--- src/include/axis_in_settings.svh ---
`ifndef AXIS_IN_SETTINGS_SVH
`define AXIS_IN_SETTINGS_SVH

// AXI address and data bus widths
`define AXI_ADDR_W 16
`define AXI_DATA_W 32

// Longest burst is 2**BURST_W beats
`define BURST_W 3

// Buffer holds two full bursts
`define BUFFER_W (`BURST_W + 1)

`endif
--- src/design/dma_pkg.sv ---
package dma_pkg;

   // Write engine states
   // WAIT_DATA       idle, decides when a burst can start
   // START_TRANSFER  address phase on AW
   // TRANSFER        data beats on W
   // WAIT_BRESP      burst done, waiting on B
   typedef enum logic [1:0] {
      WAIT_DATA      = 2'd0,
      START_TRANSFER = 2'd1,
      TRANSFER       = 2'd2,
      WAIT_BRESP     = 2'd3
   } write_state_e;

endpackage

--- src/design/axi_pkg.sv ---
package axi_pkg;

   // Burst type on AWBURST
   typedef enum logic [1:0] {
      FIXED = 2'b00,
      INCR  = 2'b01,
      WRAP  = 2'b10
   } axi_burst_e;

   // Response code on BRESP
   typedef enum logic [1:0] {
      OKAY   = 2'b00,
      EXOKAY = 2'b01,
      SLVERR = 2'b10,
      DECERR = 2'b11
   } axi_resp_e;

   typedef logic [7:0] axi_len_t;
   typedef logic [2:0] axi_size_t;
   typedef logic [3:0] axi_cache_t;
   typedef logic [2:0] axi_prot_t;
   typedef logic [3:0] axi_qos_t;

   // Fixed write attributes, 4 byte beats, normal non-cacheable, unprivileged non-secure data
   localparam axi_size_t  AXI_SIZE_WORD     = 3'b010;
   localparam axi_cache_t AXI_CACHE_DEFAULT = 4'b0010;
   localparam axi_prot_t  AXI_PROT_DEFAULT  = 3'b010;

endpackage

--- src/design/buffer_mem_if.sv ---
`timescale 1ns/1ns

`include "axis_in_settings.svh"

interface buffer_mem_if;

   // Write port
   logic                  w_en;
   logic [`BUFFER_W-1:0]  w_addr;
   logic [`AXI_DATA_W-1:0] w_data;

   // Read port, data follows r_en by one cycle
   logic                  r_en;
   logic [`BUFFER_W-1:0]  r_addr;
   logic [`AXI_DATA_W-1:0] r_data;

   modport fifo (
      output w_en,
      output w_addr,
      output w_data,
      output r_en,
      output r_addr,
      input  r_data
   );

   modport ram (
      input  w_en,
      input  w_addr,
      input  w_data,
      input  r_en,
      input  r_addr,
      output r_data
   );

endinterface

--- src/design/axis_axi_write_top.sv ---
`timescale 1ns/1ns

`include "axis_in_settings.svh"

module axis_axi_write_top (
   input  logic                          clk_i,
   input  logic                          rst_i,

   // Configuration
   input  logic [`AXI_ADDR_W-1:0]        config_addr_i,
   input  logic                          config_valid_i,
   output logic                          config_ready_o,

   // Stream input
   input  logic [`AXI_DATA_W-1:0]        axis_data_i,
   input  logic                          axis_valid_i,
   output logic                          axis_ready_o,

   // AXI write address channel
   output logic                          axi_awid_o,
   output logic [`AXI_ADDR_W-1:0]        axi_awaddr_o,
   output axi_pkg::axi_len_t             axi_awlen_o,
   output axi_pkg::axi_size_t            axi_awsize_o,
   output axi_pkg::axi_burst_e           axi_awburst_o,
   output logic                          axi_awlock_o,
   output axi_pkg::axi_cache_t           axi_awcache_o,
   output axi_pkg::axi_prot_t            axi_awprot_o,
   output axi_pkg::axi_qos_t             axi_awqos_o,
   output logic                          axi_awvalid_o,
   input  logic                          axi_awready_i,

   // AXI write data channel
   output logic [`AXI_DATA_W-1:0]        axi_wdata_o,
   output logic [`AXI_DATA_W/8-1:0]      axi_wstrb_o,
   output logic                          axi_wlast_o,
   output logic                          axi_wvalid_o,
   input  logic                          axi_wready_i,

   // AXI write response channel
   input  axi_pkg::axi_resp_e            axi_bresp_i,
   input  logic                          axi_bvalid_i,
   output logic                          axi_bready_o
);

   // Link between the FIFO and its storage
   buffer_mem_if buf_mem ();

   axis2axi_in u_engine (
      .clk_i          (clk_i),
      .rst_i          (rst_i),
      .config_addr_i  (config_addr_i),
      .config_valid_i (config_valid_i),
      .config_ready_o (config_ready_o),
      .axis_data_i    (axis_data_i),
      .axis_valid_i   (axis_valid_i),
      .axis_ready_o   (axis_ready_o),
      .axi_awid_o     (axi_awid_o),
      .axi_awaddr_o   (axi_awaddr_o),
      .axi_awlen_o    (axi_awlen_o),
      .axi_awsize_o   (axi_awsize_o),
      .axi_awburst_o  (axi_awburst_o),
      .axi_awlock_o   (axi_awlock_o),
      .axi_awcache_o  (axi_awcache_o),
      .axi_awprot_o   (axi_awprot_o),
      .axi_awqos_o    (axi_awqos_o),
      .axi_awvalid_o  (axi_awvalid_o),
      .axi_awready_i  (axi_awready_i),
      .axi_wdata_o    (axi_wdata_o),
      .axi_wstrb_o    (axi_wstrb_o),
      .axi_wlast_o    (axi_wlast_o),
      .axi_wvalid_o   (axi_wvalid_o),
      .axi_wready_i   (axi_wready_i),
      .axi_bresp_i    (axi_bresp_i),
      .axi_bvalid_i   (axi_bvalid_i),
      .axi_bready_o   (axi_bready_o),
      .mem            (buf_mem)
   );

   buffer_ram u_ram (
      .clk_i (clk_i),
      .mem   (buf_mem)
   );

endmodule

--- src/design/axis2axi_in.sv ---
`timescale 1ns/1ns

`include "axis_in_settings.svh"

module axis2axi_in (
   input  logic                          clk_i,
   input  logic                          rst_i,

   // Configuration
   input  logic [`AXI_ADDR_W-1:0]        config_addr_i,
   input  logic                          config_valid_i,
   output logic                          config_ready_o,

   // Stream input
   input  logic [`AXI_DATA_W-1:0]        axis_data_i,
   input  logic                          axis_valid_i,
   output logic                          axis_ready_o,

   // AXI write address channel
   output logic                          axi_awid_o,
   output logic [`AXI_ADDR_W-1:0]        axi_awaddr_o,
   output axi_pkg::axi_len_t             axi_awlen_o,
   output axi_pkg::axi_size_t            axi_awsize_o,
   output axi_pkg::axi_burst_e           axi_awburst_o,
   output logic                          axi_awlock_o,
   output axi_pkg::axi_cache_t           axi_awcache_o,
   output axi_pkg::axi_prot_t            axi_awprot_o,
   output axi_pkg::axi_qos_t             axi_awqos_o,
   output logic                          axi_awvalid_o,
   input  logic                          axi_awready_i,

   // AXI write data channel
   output logic [`AXI_DATA_W-1:0]        axi_wdata_o,
   output logic [`AXI_DATA_W/8-1:0]      axi_wstrb_o,
   output logic                          axi_wlast_o,
   output logic                          axi_wvalid_o,
   input  logic                          axi_wready_i,

   // AXI write response channel
   input  axi_pkg::axi_resp_e            axi_bresp_i,
   input  logic                          axi_bvalid_i,
   output logic                          axi_bready_o,

   // Buffer storage
   buffer_mem_if.fifo                    mem
);

   localparam logic [`BURST_W:0] MAX_BEATS = {1'b1, {`BURST_W{1'b0}}};

   dma_pkg::write_state_e state;

   logic [`AXI_ADDR_W-1:0] addr_q;
   logic [`BURST_W-1:0]    len_q;
   logic [`BURST_W-1:0]    beat_cnt;

   logic [`AXI_DATA_W-1:0] fifo_data;
   logic                   fifo_full;
   logic                   fifo_empty;
   logic [`BUFFER_W:0]     fifo_level;

   logic                   normal_burst;
   logic                   last_burst;
   logic                   start_transfer;
   logic                   w_hs;
   logic                   read_next;
   logic                   config_hs;
   logic [`BURST_W:0]      burst_size;
   logic [`BURST_W-1:0]    burst_len_m1;
   logic [12:0]            bytes_to_4k;
   logic [10:0]            words_to_4k;
   logic [`BURST_W:0]      burst_beats;
   logic [`AXI_ADDR_W-1:0] burst_bytes;

   // Fixed attributes, single ID, full word strobes
   assign axi_awid_o    = 1'b0;
   assign axi_awsize_o  = axi_pkg::AXI_SIZE_WORD;
   assign axi_awburst_o = axi_pkg::INCR;
   assign axi_awlock_o  = 1'b0;
   assign axi_awcache_o = axi_pkg::AXI_CACHE_DEFAULT;
   assign axi_awprot_o  = axi_pkg::AXI_PROT_DEFAULT;
   assign axi_awqos_o   = '0;
   assign axi_wstrb_o   = '1;
   assign axi_bready_o  = 1'b1;

   // Channel outputs come straight from state and registers
   assign axi_awvalid_o = (state == dma_pkg::START_TRANSFER);
   assign axi_awaddr_o  = addr_q;
   assign axi_awlen_o   = {{(8-`BURST_W){1'b0}}, len_q};
   assign axi_wvalid_o  = (state == dma_pkg::TRANSFER);
   assign axi_wdata_o   = fifo_data;
   assign axi_wlast_o   = (state == dma_pkg::TRANSFER) && (beat_cnt == len_q);

   assign axis_ready_o   = !fifo_full;
   assign config_ready_o = (state == dma_pkg::WAIT_DATA) && fifo_empty;
   assign config_hs      = config_valid_i && config_ready_o;

   // Burst start decision
   assign normal_burst   = (fifo_level >= {1'b0, MAX_BEATS});
   assign last_burst     = (fifo_level != '0) && !normal_burst && !axis_valid_i;
   assign start_transfer = (state == dma_pkg::WAIT_DATA) && (normal_burst || last_burst);

   // Words left before the next 4 KB page
   assign bytes_to_4k = 13'h1000 - {1'b0, addr_q[11:0]};
   assign words_to_4k = bytes_to_4k[12:2];

   always_comb begin
      burst_size = '0;
      if (normal_burst) begin
         burst_size = MAX_BEATS;
      end else if (last_burst) begin
         burst_size = fifo_level[`BURST_W:0];
      end
      if (words_to_4k < {{(11-`BURST_W-1){1'b0}}, burst_size}) begin
         burst_size = words_to_4k[`BURST_W:0];
      end
   end

   // A full burst wraps the low bits to zero, so minus one still gives the max length
   assign burst_len_m1 = burst_size[`BURST_W-1:0] - 1'b1;

   // First word is fetched during the decision cycle, the rest after each accepted beat
   assign w_hs      = axi_wvalid_o && axi_wready_i;
   assign read_next = w_hs && !axi_wlast_o;

   // Address step after a burst
   assign burst_beats = {1'b0, len_q} + 1'b1;
   assign burst_bytes = {{(`AXI_ADDR_W-`BURST_W-3){1'b0}}, burst_beats, 2'b00};

   always_ff @(posedge clk_i) begin
      if (rst_i) begin
         state    <= dma_pkg::WAIT_DATA;
         addr_q   <= '0;
         len_q    <= '0;
         beat_cnt <= '0;
      end else begin
         case (state)
            dma_pkg::WAIT_DATA: begin
               beat_cnt <= '0;
               if (config_hs) begin
                  addr_q <= config_addr_i;
               end
               if (start_transfer) begin
                  len_q <= burst_len_m1;
                  state <= dma_pkg::START_TRANSFER;
               end
            end
            dma_pkg::START_TRANSFER: begin
               if (axi_awready_i) begin
                  state <= dma_pkg::TRANSFER;
               end
            end
            dma_pkg::TRANSFER: begin
               if (w_hs) begin
                  if (axi_wlast_o) begin
                     addr_q <= addr_q + burst_bytes;
                     state  <= dma_pkg::WAIT_BRESP;
                  end else begin
                     beat_cnt <= beat_cnt + 1'b1;
                  end
               end
            end
            dma_pkg::WAIT_BRESP: begin
               // Any response code closes the burst
               if (axi_bvalid_i) begin
                  state <= dma_pkg::WAIT_DATA;
               end
            end
            default: begin
               state <= dma_pkg::WAIT_DATA;
            end
         endcase
      end
   end

   stream_fifo u_fifo (
      .clk_i     (clk_i),
      .rst_i     (rst_i),
      .w_en_i    (axis_valid_i),
      .w_data_i  (axis_data_i),
      .w_full_o  (fifo_full),
      .r_en_i    (start_transfer || read_next),
      .r_data_o  (fifo_data),
      .r_empty_o (fifo_empty),
      .level_o   (fifo_level),
      .mem       (mem)
   );

endmodule

--- src/design/stream_fifo.sv ---
`timescale 1ns/1ns

`include "axis_in_settings.svh"

module stream_fifo (
   input  logic                    clk_i,
   input  logic                    rst_i,

   // Push side
   input  logic                    w_en_i,
   input  logic [`AXI_DATA_W-1:0]  w_data_i,
   output logic                    w_full_o,

   // Pop side, data valid one cycle after r_en_i
   input  logic                    r_en_i,
   output logic [`AXI_DATA_W-1:0]  r_data_o,
   output logic                    r_empty_o,

   // Number of stored words
   output logic [`BUFFER_W:0]      level_o,

   // Storage
   buffer_mem_if.fifo              mem
);

   localparam logic [`BUFFER_W:0] FULL_LEVEL = {1'b1, {`BUFFER_W{1'b0}}};

   logic [`BUFFER_W-1:0] w_ptr;
   logic [`BUFFER_W-1:0] r_ptr;
   logic [`BUFFER_W:0]   level;
   logic                 push;
   logic                 pop;

   assign w_full_o  = (level == FULL_LEVEL);
   assign r_empty_o = (level == '0);
   assign level_o   = level;

   // Requests against full or empty are dropped here
   assign push = w_en_i && !w_full_o;
   assign pop  = r_en_i && !r_empty_o;

   // RAM port mapping
   assign mem.w_en   = push;
   assign mem.w_addr = w_ptr;
   assign mem.w_data = w_data_i;
   assign mem.r_en   = pop;
   assign mem.r_addr = r_ptr;
   assign r_data_o   = mem.r_data;

   always_ff @(posedge clk_i) begin
      if (rst_i) begin
         w_ptr <= '0;
         r_ptr <= '0;
         level <= '0;
      end else begin
         if (push) begin
            w_ptr <= w_ptr + 1'b1;
         end
         if (pop) begin
            r_ptr <= r_ptr + 1'b1;
         end

         // Simultaneous push and pop leaves the level alone
         case ({push, pop})
            2'b10: begin
               level <= level + 1'b1;
            end
            2'b01: begin
               level <= level - 1'b1;
            end
            default: begin
               level <= level;
            end
         endcase
      end
   end

endmodule

--- src/design/buffer_ram.sv ---
`timescale 1ns/1ns

`include "axis_in_settings.svh"

module buffer_ram (
   input logic        clk_i,
   buffer_mem_if.ram  mem
);

   localparam int unsigned DEPTH = 2 ** `BUFFER_W;

   logic [`AXI_DATA_W-1:0] storage [0:DEPTH-1];

   // Write side
   always_ff @(posedge clk_i) begin
      if (mem.w_en) begin
         storage[mem.w_addr] <= mem.w_data;
      end
   end

   // Registered read, output holds between reads
   always_ff @(posedge clk_i) begin
      if (mem.r_en) begin
         mem.r_data <= storage[mem.r_addr];
      end
   end

endmodule

--- config.mk ---
export PLATFORM = sky130hd
export DESIGN_NAME = axis_axi_write_top
export DESIGN_NICKNAME = d
export VERILOG_FILES = /design/src/design/dma_pkg.sv /design/src/design/axi_pkg.sv /design/src/design/buffer_mem_if.sv /design/src/design/axis_axi_write_top.sv /design/src/design/axis2axi_in.sv /design/src/design/stream_fifo.sv /design/src/design/buffer_ram.sv
export VERILOG_INCLUDE_DIRS = /design/src /design/src/include
export SDC_FILE = /design/constraint.sdc
export NUM_CORES = 1
export LEC_CHECK = 0
export BUFFER_PORTS_ARGS = -buffer_cell sky130_fd_sc_hd__buf_4
export CAP_MARGIN = 5
export CORE_MARGIN = 5
export CORE_UTILIZATION = 50
export DETAILED_ROUTE_END_ITERATION = 8
export HOLD_SLACK_MARGIN = 0.06
export PLACE_DENSITY = 0.68
export SLEW_MARGIN = 40
export SYNTH_ARGS = -nofsm -noshare
export SYNTH_HDL_FRONTEND = slang
export SYNTH_SLANG_ARGS = --single-unit
--- constraint.sdc ---
create_clock -name clk_i -period 6.5 [get_ports clk_i]
set_input_delay 0.325 -clock clk_i [delete_from_list [all_inputs] [get_ports clk_i]]
set_output_delay 0.325 -clock clk_i [all_outputs]
set_load 0.05 [all_outputs]
==> results of run 1 <==
-- report_power, final --
part / internal, W / leakage [nW] / switching, W / total (W)
registers: 0.00442 / 5.23 / 0.000194 / 0.00462
clock network: 0.00179 / 0.871 / 0.00136 / 0.00316
logic: 0.000960 / 2.52 / 0.00150 / 0.00246
-- final cells by class --
cell class	count	share of cell area, %
inverter	18	0.2533
clock inverter	36	1.145
timing repair buffer	170	5.245
multi-input combinational	441	20.88
clock buffer	68	5.582
sequential	581	64.07
tap	600	2.815
antenna	1	0.009382
-- what timing repair did --
item                                    CTS  global route
setup buffers                             0             0
endpoints found under the setup margin    0             0
gates resized for setup                   0             0
hold endpoints to repair                516             0
hold buffers                             36             0
-- metal layers --
metal | vias to the layer above | track usage [%]
met4 | 0 | 4.723
li1 | 4808 | -
met3 | 59 | 2.817
met1 | 5796 | 26.21
met2 | 346 | 30.19
met5 | - | 0
-- sequential cells by signal (all words and copies together) (netlist names) --
| register | count |
|---|---|
| u_ram.storage | 512 |
| u_engine.u_fifo.mem.w_addr | 4 |
| u_engine.axi_awaddr_o | 16 |
| u_engine.u_fifo.mem.r_addr | 4 |
| u_ram.mem.r_data | 32 |
| u_engine.len_q | 3 |
| u_engine.state | 2 |
| u_engine.beat_cnt | 3 |
| u_engine.u_fifo.level_o | 5 |
-- tightest hold or removal path, stage by stage --
cell                       delay (ps)
sky130_fd_sc_hd__buf_4            110
sky130_fd_sc_hd__mux2i_1          130
sky130_fd_sc_hd__a211oi_1          90
-- stage by stage --
step                hold WS (ps)  utilization, %  total power (W)
floorplan                  423.9               -         0.006443
global placement           524.2           54.03         0.007113
detailed placement         538.7           54.07         0.007154
CTS                        63.28           58.83          0.01033
global route               107.9           58.90          0.01067
finish                     99.83           58.90          0.01023
-- cells in the final DEF, fill, tap and decap left out, drive strengths merged, types with 3 or more instances in the layout --
cell type	n
clkinv	29
nand2	21
inv	18
bufinv	4
clkinvlp	3
a211oi	9
conb	28
buf	134
xnor2	6
dlygate4sd3	36
mux2i	8
mux4	160
nand3	5
nor3	14
nand4	4
a21oi	20
a21o	7
o22ai	5
and3	6
nor2b	6
o21ai	15
ha	24
edfxtp	544
nor2	51
nor4	4
and2	7
dfxtp	37
xor2	14
clkbuf	68
-- how the worst max path moves through the flow --
stage | to | slack [ps] | cells past startpoint
6_report | u_engine.u_fifo.level_o[4]$_SDFFE_PP0P_ | 2720 | 15
5_1_grt | u_engine.u_fifo.level_o[4]$_SDFFE_PP0P_ | 2420 | 15
4_1_cts | u_engine.u_fifo.level_o[4]$_SDFFE_PP0P_ | 2660 | 15
3_5_place_dp | u_engine.u_fifo.level_o[4]$_SDFFE_PP0P_ | 2680 | 15
3_3_place_gp | u_engine.u_fifo.level_o[4]$_SDFFE_PP0P_ | 2640 | 15
2_1_floorplan | u_engine.u_fifo.level_o[4]$_SDFFE_PP0P_ | 1480 | 13
-- cell families after synthesis --
group | share of synthesized area, %
flops | 74.63
other cells | 0.03282
fa+ha+maj | 1.487
buf+inv | 2.105
simple gates | 2.723
mux | 16.21
compound gates | 2.045
xor+xnor | 0.7655
==> results.json, run 1 <==
{
  "multiInputGateArea_mm2": 0.005569,
  "unrepaired_setup_endpoints_after_global_routing": "no",
  "sequential_cell_area_mm2": 0.01709,
  "clock_tree_from_tritoncts": "done",
  "crit_path_launch_type": "flip-flop",
  "yosys.cell_count.top_type": "sky130_fd_sc_hd__edfxtp_1",
  "fp.dieH_um": 223.9,
  "syn_inst": 1093,
  "gpl.final_weighted_congestion": 0.7902,
  "synth_edf_count": 544,
  "final-setup-viol-count": 0,
  "critical-path-top-delay-family": "buffers and inverters",
  "hpwl_um": 24690,
  "clk_path_buf_depth": 3,
  "cts_buffers": 56,
  "route.top_layer_used": "met4",
  "max_cap_violations": 0,
  "design_area_mm2": 0.02667,
  "clk-insertion-delay-late_ps": 610,
  "dr_total_vias": 11010,
  "clk_transition_reported_paths_ps": 70,
  "worst_r2r_startpoint": "u_engine.state[0]$_SDFFE_PP0P_",
  "timing_hold_violations_final": 0,
  "flow.area_growth_from_synthesis_pct": 16.56,
  "r2r_end": "u_engine.u_fifo.level_o[4]$_SDFFE_PP0P_",
  "setup_skew_after_layout_ps": 17.03,
  "power.static_leakage_nw": 8.615,
  "synth_area_leader_cell": "sky130_fd_sc_hd__edfxtp_1",
  "slowest_stage": "sky130_fd_sc_hd__buf_4",
  "drt_drc_violations_left": 0,
  "drt-vias-per-instance": 5.749,
  "yosys_warnings": 0,
  "yosys-top-cells-area": "sky130_fd_sc_hd__edfxtp_1, sky130_fd_sc_hd__mux4_2, sky130_fd_sc_hd__dfxtp_1",
  "dieArea_mm2": 0.05014,
  "num-nets-final": 1351,
  "drive_gt1_share_pct": 31.13,
  "worst_slack_ps": 2725,
  "yosys-top-cells-count": "sky130_fd_sc_hd__edfxtp_1, sky130_fd_sc_hd__mux4_2, sky130_fd_sc_hd__nor2_1, sky130_fd_sc_hd__dfxtp_1",
  "aggregate_global_routing_overflow": 0,
  "max_slew_margin_pct": 42.98,
  "irDropWorstVdd_mv": 0.2789,
  "ys_async_sr_fraction_pct": 0,
  "criticalPathCategory": "flip-flop to flip-flop",
  "globalRouteTotalUtil_pct": 18.33,
  "holdCritStartpoint": "config_addr_i[2]",
  "wl_met1_um": 19840,
  "reg2regPathDepth": 15,
  "instances_no_fill": 1915,
  "wl_met3_um": 2628,
  "status": "finished, final reports clean",
  "chipWidth_um": 223.9,
  "floorplan.initialDensity_pct": 50.53,
  "pin_count": 141,
  "power_density_cells_mw_per_mm2": 383.6,
  "antenna_left": 0,
  "min_path_cells": 3,
  "timing.critical_path.from": "u_engine.state[0]$_SDFFE_PP0P_",
  "wl_met2_um": 22900,
  "regToRegSetupSlack_ps": 2720,
  "crit_buf_inv": 4,
  "cts_num_sinks": 581,
  "grt_max_degree": 98,
  "crit_fanout": 37,
  "fmax_mhz": 264.9,
  "row_count": 78,
  "totalNegativeSetupSlack_ps": 0,
  "synth_cell_type_count": 55,
  "antenna_found_initial": 1,
  "fillers": 3263,
  "arrival_ps": 4250,
  "synth_area_per_cell_um2": 20.93,
  "crit_required_ps": 6980,
  "drt_pass1_iterations": 7,
  "detail_route.iter0.violations": 1090,
  "grt_first_pass_wirelength_um": 69620,
  "numPlacedInstances": 1773,
  "hold_path.class": "input port to flip-flop",
  "standard_cell_core_area_mm2": 0.04528,
  "endpoint_kind": "flip-flop",
  "number_of_h_tree_levels": 2,
  "seq_area_frac_synth_pct": 74.63,
  "totalWireLength_um": 46170,
  "synth_flop_cell": "sky130_fd_sc_hd__edfxtp_1",
  "io_buffers": 110,
  "syn_area_mm2": 0.02288,
  "first_global_vias": 11120,
  "placed_area_mm2": 0.02448,
  "timing.critical_path.cells": "inv_1 > ha_1 > buf_4 > o311ai_2 > o2bb2ai_4 > buf_4 > ha_1 > inv_1 > fa_1 > nor2b_1 > o21ai_0 > and3_1 > nor3_1 > xnor2_1 > nor2_1",
  "netlist.area_leader.share_pct": 71.39,
  "critical_path.max_stage_delay_ps": 580,
  "tightestPinTransition_ps": 855.3,
  "slew_viol_final": 0,
  "drt-wirelength-per-cell_um": 24.11,
  "period_utilization_post_route_pct": 58.08,
  "synth-seq-cells": 581,
  "holdPathEnd": "u_engine.axi_awaddr_o[2]$_SDFFE_PP0P_",
  "cts.root.buffer_cell": "sky130_fd_sc_hd__clkbuf_16",
  "place_ws_ps": 2683,
  "final.min_clock_period_ps": 3775
}
Power figures use the tool's default switching activity.
==> inputs of run 2 (changes only) <==
clock period = 3.6 ns   (was 6.5 ns; I/O delays follow)
==> results.json, run 2 (synthesis results as in run 1) <==
{
  "largest_register_ff_count": 512,
  "min_path_cells": 6,
  "final.min_clock_period_ps": 3149,
  "critical-path-top-delay-family": "simple AND/OR/NAND/NOR gates",
  "power.static_leakage_nw": 8.772,
  "cts.root.buffer_cell": "sky130_fd_sc_hd__clkbuf_16",
  "hold_path.class": "input port to flip-flop",
  "timing_hold_violations_final": 0,
  "gpl.final_weighted_congestion": 0.8023,
  "sequential_cell_area_mm2": 0.01709,
  "chipWidth_um": 223.9,
  "totalPowerFinal_w": 0.01852,
  "multiInputGateArea_mm2": 0.005575,
  "cts_buffers": 56,
  "crit_required_ps": 4100,
  "power.switching_fraction_pct": 29.70,
  "reg2regPathDepth": 12,
  "totalNegativeSetupSlack_ps": 0,
  "status": "finished, final reports clean",
  "period_utilization_post_route_pct": 87.47,
  "arrival_ps": 3650,
  "tightestPinTransition_ps": 686.1,
  "timing.critical_path.cells": "or4_4 > or3_1 > and2_1 > ha_1 > inv_1 > a311o_4 > and2_4 > mux2_4 > ha_1 > nor3_1 > o21ai_1 > o311ai_1",
  "dieArea_mm2": 0.05014,
  "drt_drc_violations_left": 0,
  "first_global_vias": 11570,
  "antenna_found_initial": 1,
  "standard_cell_core_area_mm2": 0.04528,
  "row_count": 78,
  "io_buffers": 110,
  "fillers": 3236,
  "unrepaired_setup_endpoints_after_global_routing": "no",
  "mostFrequentLayoutCell": "sky130_fd_sc_hd__edfxtp_1",
  "globalRouteTotalUtil_pct": 19.29,
  "power_frac_comb_pct": 24.8,
  "pin_count": 141,
  "power.sequential.fraction_pct": 44.8,
  "totalWireLength_um": 47810,
  "flow.area_growth_from_synthesis_pct": 18.46,
  "floorplan.initialDensity_pct": 50.53,
  "hpwl_um": 26280,
  "clock_tree_from_tritoncts": "done",
  "number_of_h_tree_levels": 2,
  "critical_path.max_stage_delay_ps": 540,
  "max_slew_margin_pct": 54.26,
  "crit_fanout": 6,
  "layout.cells.most_common_list": "sky130_fd_sc_hd__edfxtp_1, sky130_fd_sc_hd__mux4_2, sky130_fd_sc_hd__buf_4",
  "cts_num_sinks": 581,
  "aggregate_global_routing_overflow": 0,
  "irDropWorstVdd_mv": 0.4816,
  "design_area_mm2": 0.02711,
  "max_cap_violations": 0,
  "slew_viol_final": 0,
  "clockPowerShare_pct": 30.4,
  "worstSetupPathDepth": 12,
  "grt_first_pass_wirelength_um": 72870,
  "fin_hold_ws_ps": 169.7,
  "criticalPathCategory": "flip-flop to flip-flop",
  "clk_transition_reported_paths_ps": 60,
  "endpoint_kind": "flip-flop",
  "drt-wirelength-per-cell_um": 24.57,
  "power_density_cells_mw_per_mm2": 683.4,
  "drt_pass1_iterations": 4,
  "clk-insertion-delay-late_ps": 610,
  "critPathMostFrequentCell": "sky130_fd_sc_hd__ha_1",
  "cts_hold_buf": 55,
  "placed_area_mm2": 0.02479,
  "drive_gt1_share_pct": 30.53,
  "registers.top_by_ff_count": "u_ram.storage",
  "crit_path_launch_type": "flip-flop",
  "dr_total_vias": 11060,
  "num-nets-final": 1386,
  "fmax_mhz": 317.6,
  "detail_route.iter0.violations": 847,
  "grt_max_degree": 85,
  "antenna_left": 0,
  "cts_resized": 0,
  "crit_buf_inv": 1,
  "cts.repair_timing.setup_buffer_count": 0,
  "clk_path_buf_depth": 3,
  "num_antenna_cells": 0,
  "power_switching_w": 0.005502,
  "slowest_stage": "sky130_fd_sc_hd__or4_4",
  "drt-vias-per-instance": 5.686,
  "fp.dieH_um": 223.9,
  "final-setup-viol-count": 0,
  "int_pwr_w": 0.01302,
  "setup_skew_after_layout_ps": 27.02
}
run 2: final cells by class:
class	instances	share of cell area, %
sequential	581	63.04
multi-input combinational	441	20.57
timing repair buffer	205	6.878
clock buffer	71	5.378
tap	600	2.770
clock inverter	30	1.112
inverter	18	0.2493
run 2: through the flow:
step                      std cells  setup WS [ps]  utilization (%)
after detailed placement       1790          470.5            54.75
after global routing           1946          179.9            59.86
after floorplan                1119         -160.4                -
final                          1946          450.9            59.86
after global placement         1790          501.9            54.75
after CTS                      1946          446.7            59.85
run 2: power groups by stage:
stage	Sequential [W]	Clock (W)	Combinational, W
floorplan	0.00924	0	0.00241
global placement	0.00843	0	0.00451
detailed placement	0.00844	0	0.00457
CTS	0.00831	0.00575	0.00466
global route	0.00835	0.00607	0.00491
finish	0.00830	0.00564	0.00459
run 2: worst register-to-register path: stages (launching register included):
cell,delay (ps)
sky130_fd_sc_hd__dfxtp_1,370
sky130_fd_sc_hd__or4_4,540
sky130_fd_sc_hd__or3_1,340
sky130_fd_sc_hd__and2_1,150
sky130_fd_sc_hd__ha_1,270
sky130_fd_sc_hd__inv_1,40
sky130_fd_sc_hd__a311o_4,320
sky130_fd_sc_hd__and2_4,170
sky130_fd_sc_hd__mux2_4,300
sky130_fd_sc_hd__ha_1,220
sky130_fd_sc_hd__nor3_1,180
sky130_fd_sc_hd__o21ai_1,90
sky130_fd_sc_hd__o311ai_1,70
run 2: per-layer routing:
metal / share of wire [%] / global-route usage, %
met5: 0.015 / 0
met4: 1.9 / 4.130
met3: 6.0 / 3.237
met2: 50 / 31.19
met1: 42 / 28.30
run 2: final timing paths:
| path | start | to | slack [ps] |
|---|---|---|---|
| max | u_engine.axi_awaddr_o[2]$_SDFFE_PP0P_ | u_engine.len_q[2]$_SDFFE_PP0P_ | 450 |
| min | axis_valid_i | u_engine.len_q[2]$_SDFFE_PP0P_ | 170 |
| max reg2reg | u_engine.axi_awaddr_o[2]$_SDFFE_PP0P_ | u_engine.len_q[2]$_SDFFE_PP0P_ | 450 |
| min reg2reg | u_engine.axi_awaddr_o[12]$_SDFFE_PP0P_ | u_engine.axi_awaddr_o[12]$_SDFFE_PP0P_ | 550 |
==> inputs of run 3 (changes only) <==
PLACE_DENSITY = 0.77   (was 0.68)
==> results.json, run 3 (synthesis results as in run 1) <==
{
  "tightestPinTransition_ps": 837.8,
  "max_cap_violations": 0,
  "dr_total_vias": 11440,
  "final-setup-viol-count": 0,
  "power.static_leakage_nw": 8.793,
  "detail_route.iter0.violations": 1067,
  "pin_count": 141,
  "chipWidth_um": 223.9,
  "fmax_mhz": 318.2,
  "power_density_cells_mw_per_mm2": 688.4,
  "status": "finished, final reports clean",
  "timing_hold_violations_final": 0,
  "clk_transition_reported_paths_ps": 60,
  "drive_gt1_share_pct": 31.42,
  "holdCritStartpoint": "axis_valid_i",
  "place_ws_ps": 456.1,
  "fillers": 3103,
  "number_of_h_tree_levels": 2,
  "registers.top_by_ff_count": "u_ram.storage",
  "period_utilization_post_route_pct": 87.29,
  "crit_required_ps": 4090,
  "crit_path_launch_type": "flip-flop",
  "gpl.final_weighted_congestion": 0.7629,
  "final.min_clock_period_ps": 3142,
  "timing.critical_path.from": "u_engine.axi_awaddr_o[2]$_SDFFE_PP0P_",
  "irDropWorstVdd_mv": 0.6318,
  "cts.root.buffer_cell": "sky130_fd_sc_hd__clkbuf_16",
  "grt_max_degree": 50,
  "first_global_vias": 11910,
  "hold_path.class": "input port to flip-flop",
  "crit_fanout": 6,
  "placed_area_mm2": 0.02483,
  "clock_tree_from_tritoncts": "done",
  "drt-vias-per-instance": 5.892,
  "num-nets-final": 1379,
  "worst_slack_ps": 457.6,
  "critical-path-top-delay-family": "simple AND/OR/NAND/NOR gates",
  "clk_path_buf_depth": 3,
  "endpoint_kind": "flip-flop",
  "antenna_left": 0,
  "cts_resized": 0,
  "setup_skew_after_layout_ps": 23.43,
  "design_area_mm2": 0.02715,
  "grt_first_pass_wirelength_um": 76250,
  "row_count": 78,
  "drt-wirelength-per-cell_um": 26.08,
  "totalWireLength_um": 50620,
  "critPathMostFrequentCell": "sky130_fd_sc_hd__ha_1",
  "cts_num_sinks": 581,
  "max_slew_margin_pct": 43.96,
  "worst_r2r_startpoint": "u_engine.axi_awaddr_o[2]$_SDFFE_PP0P_",
  "slew_viol_final": 0,
  "timing.critical_path.cells": "or4_4 > or3_1 > and2_1 > ha_1 > inv_1 > a311o_4 > and2_4 > mux2_4 > ha_1 > nor3_1 > o21ai_1 > o311ai_1",
  "mostFrequentLayoutCell": "sky130_fd_sc_hd__edfxtp_1",
  "flow.area_growth_from_synthesis_pct": 18.66,
  "antenna_found_initial": 1,
  "unrepaired_setup_endpoints_after_global_routing": "no",
  "floorplan.initialDensity_pct": 50.53,
  "aggregate_global_routing_overflow": 0,
  "hpwl_um": 27180,
  "layout.cells.most_common_list": "sky130_fd_sc_hd__edfxtp_1, sky130_fd_sc_hd__mux4_2, sky130_fd_sc_hd__buf_4",
  "regToRegSetupSlack_ps": 460,
  "dieArea_mm2": 0.05014,
  "slowest_stage": "sky130_fd_sc_hd__or4_4",
  "largest_register_ff_count": 512,
  "clk-insertion-delay-late_ps": 610,
  "fp.dieH_um": 223.9,
  "standard_cell_core_area_mm2": 0.04528,
  "drt_drc_violations_left": 0,
  "critical_path.max_stage_delay_ps": 540,
  "multiInputGateArea_mm2": 0.005575,
  "io_buffers": 110,
  "cts_buffers": 55,
  "globalRouteTotalUtil_pct": 20.34,
  "sequential_cell_area_mm2": 0.01709,
  "crit_buf_inv": 1,
  "arrival_ps": 3630,
  "criticalPathCategory": "flip-flop to flip-flop",
  "drt_pass1_iterations": 5
}
-- run 3: cell types whose count changed in the layout (fill, tap and decap cells not counted), sizes merged --
| cell | change |
|---|---|
| clkinv | +5 |
| buf | -7 |
| inv | +1 |
| dlygate4sd3 | +1 |
| clkbuf | -7 |
| clkinvlp | +1 |
| diode | +1 |
-- run 3: layout make-up --
type | count | area share [%]
Clock inverter | 37 | 1.207
Clock buffer | 64 | 5.272
Antenna cell | 1 | 0.009217
Sequential cell | 581 | 62.93
Tap cell | 600 | 2.765
Multi-Input combinational cell | 441 | 20.53
Timing Repair Buffer | 199 | 7.032
Inverter | 18 | 0.2488
-- run 3: per-stage QoR --
step / utilization (%) / hold WS [ps] / setup TNS (ps) / cells / total power (W)
2_1_floorplan: - / 278.9 / -160.4 / 1119 / 0.01165
3_3_place_gp: 54.83 / 422.0 / 0 / 1783 / 0.01295
3_5_place_dp: 54.83 / 438.5 / 0 / 1783 / 0.01306
4_1_cts: 59.95 / 129.5 / 0 / 1940 / 0.01885
5_1_grt: 59.95 / 174.4 / 0 / 1940 / 0.01945
6_report: 59.96 / 158.7 / 0 / 1941 / 0.01869
-- run 3: power breakdown --
part	total [W]	switching [W]	internal (W)
clock network	0.00571	0.00250	0.00321
registers	0.00833	0.000340	0.00799
logic	0.00466	0.00281	0.00185
-- run 3: tightest hold or removal path, cell delays in order --
cell	delay (ps)
sky130_fd_sc_hd__buf_4	100
sky130_fd_sc_hd__nor3_1	70
sky130_fd_sc_hd__nand2_1	70
sky130_fd_sc_hd__mux2_4	140
sky130_fd_sc_hd__a41o_1	160
-- run 3: metal layers --
layer	share of wire, %	GRT usage [%]	vias to the layer above
li1	-	-	4867
met1	39	27.75	5982
met2	51	34.16	496
met3	6.9	3.774	92
met4	2.6	5.830	0
met5	0	0	-
-- run 3: path summary, 6_finish.rpt --
path                                      endpoint  cells past startpoint
max                 u_engine.len_q[2]$_SDFFE_PP0P_                     12
min reg2reg  u_engine.axi_awaddr_o[9]$_SDFFE_PP0P_                      2
min                 u_engine.len_q[0]$_SDFFE_PP0P_                      5
max reg2reg         u_engine.len_q[2]$_SDFFE_PP0P_                     12
-- run 3: what timing repair did --
action / CTS / global route
setup buffers: 0 / 0
endpoints found under the hold margin: 545 / 0
hold buffers: 56 / 0
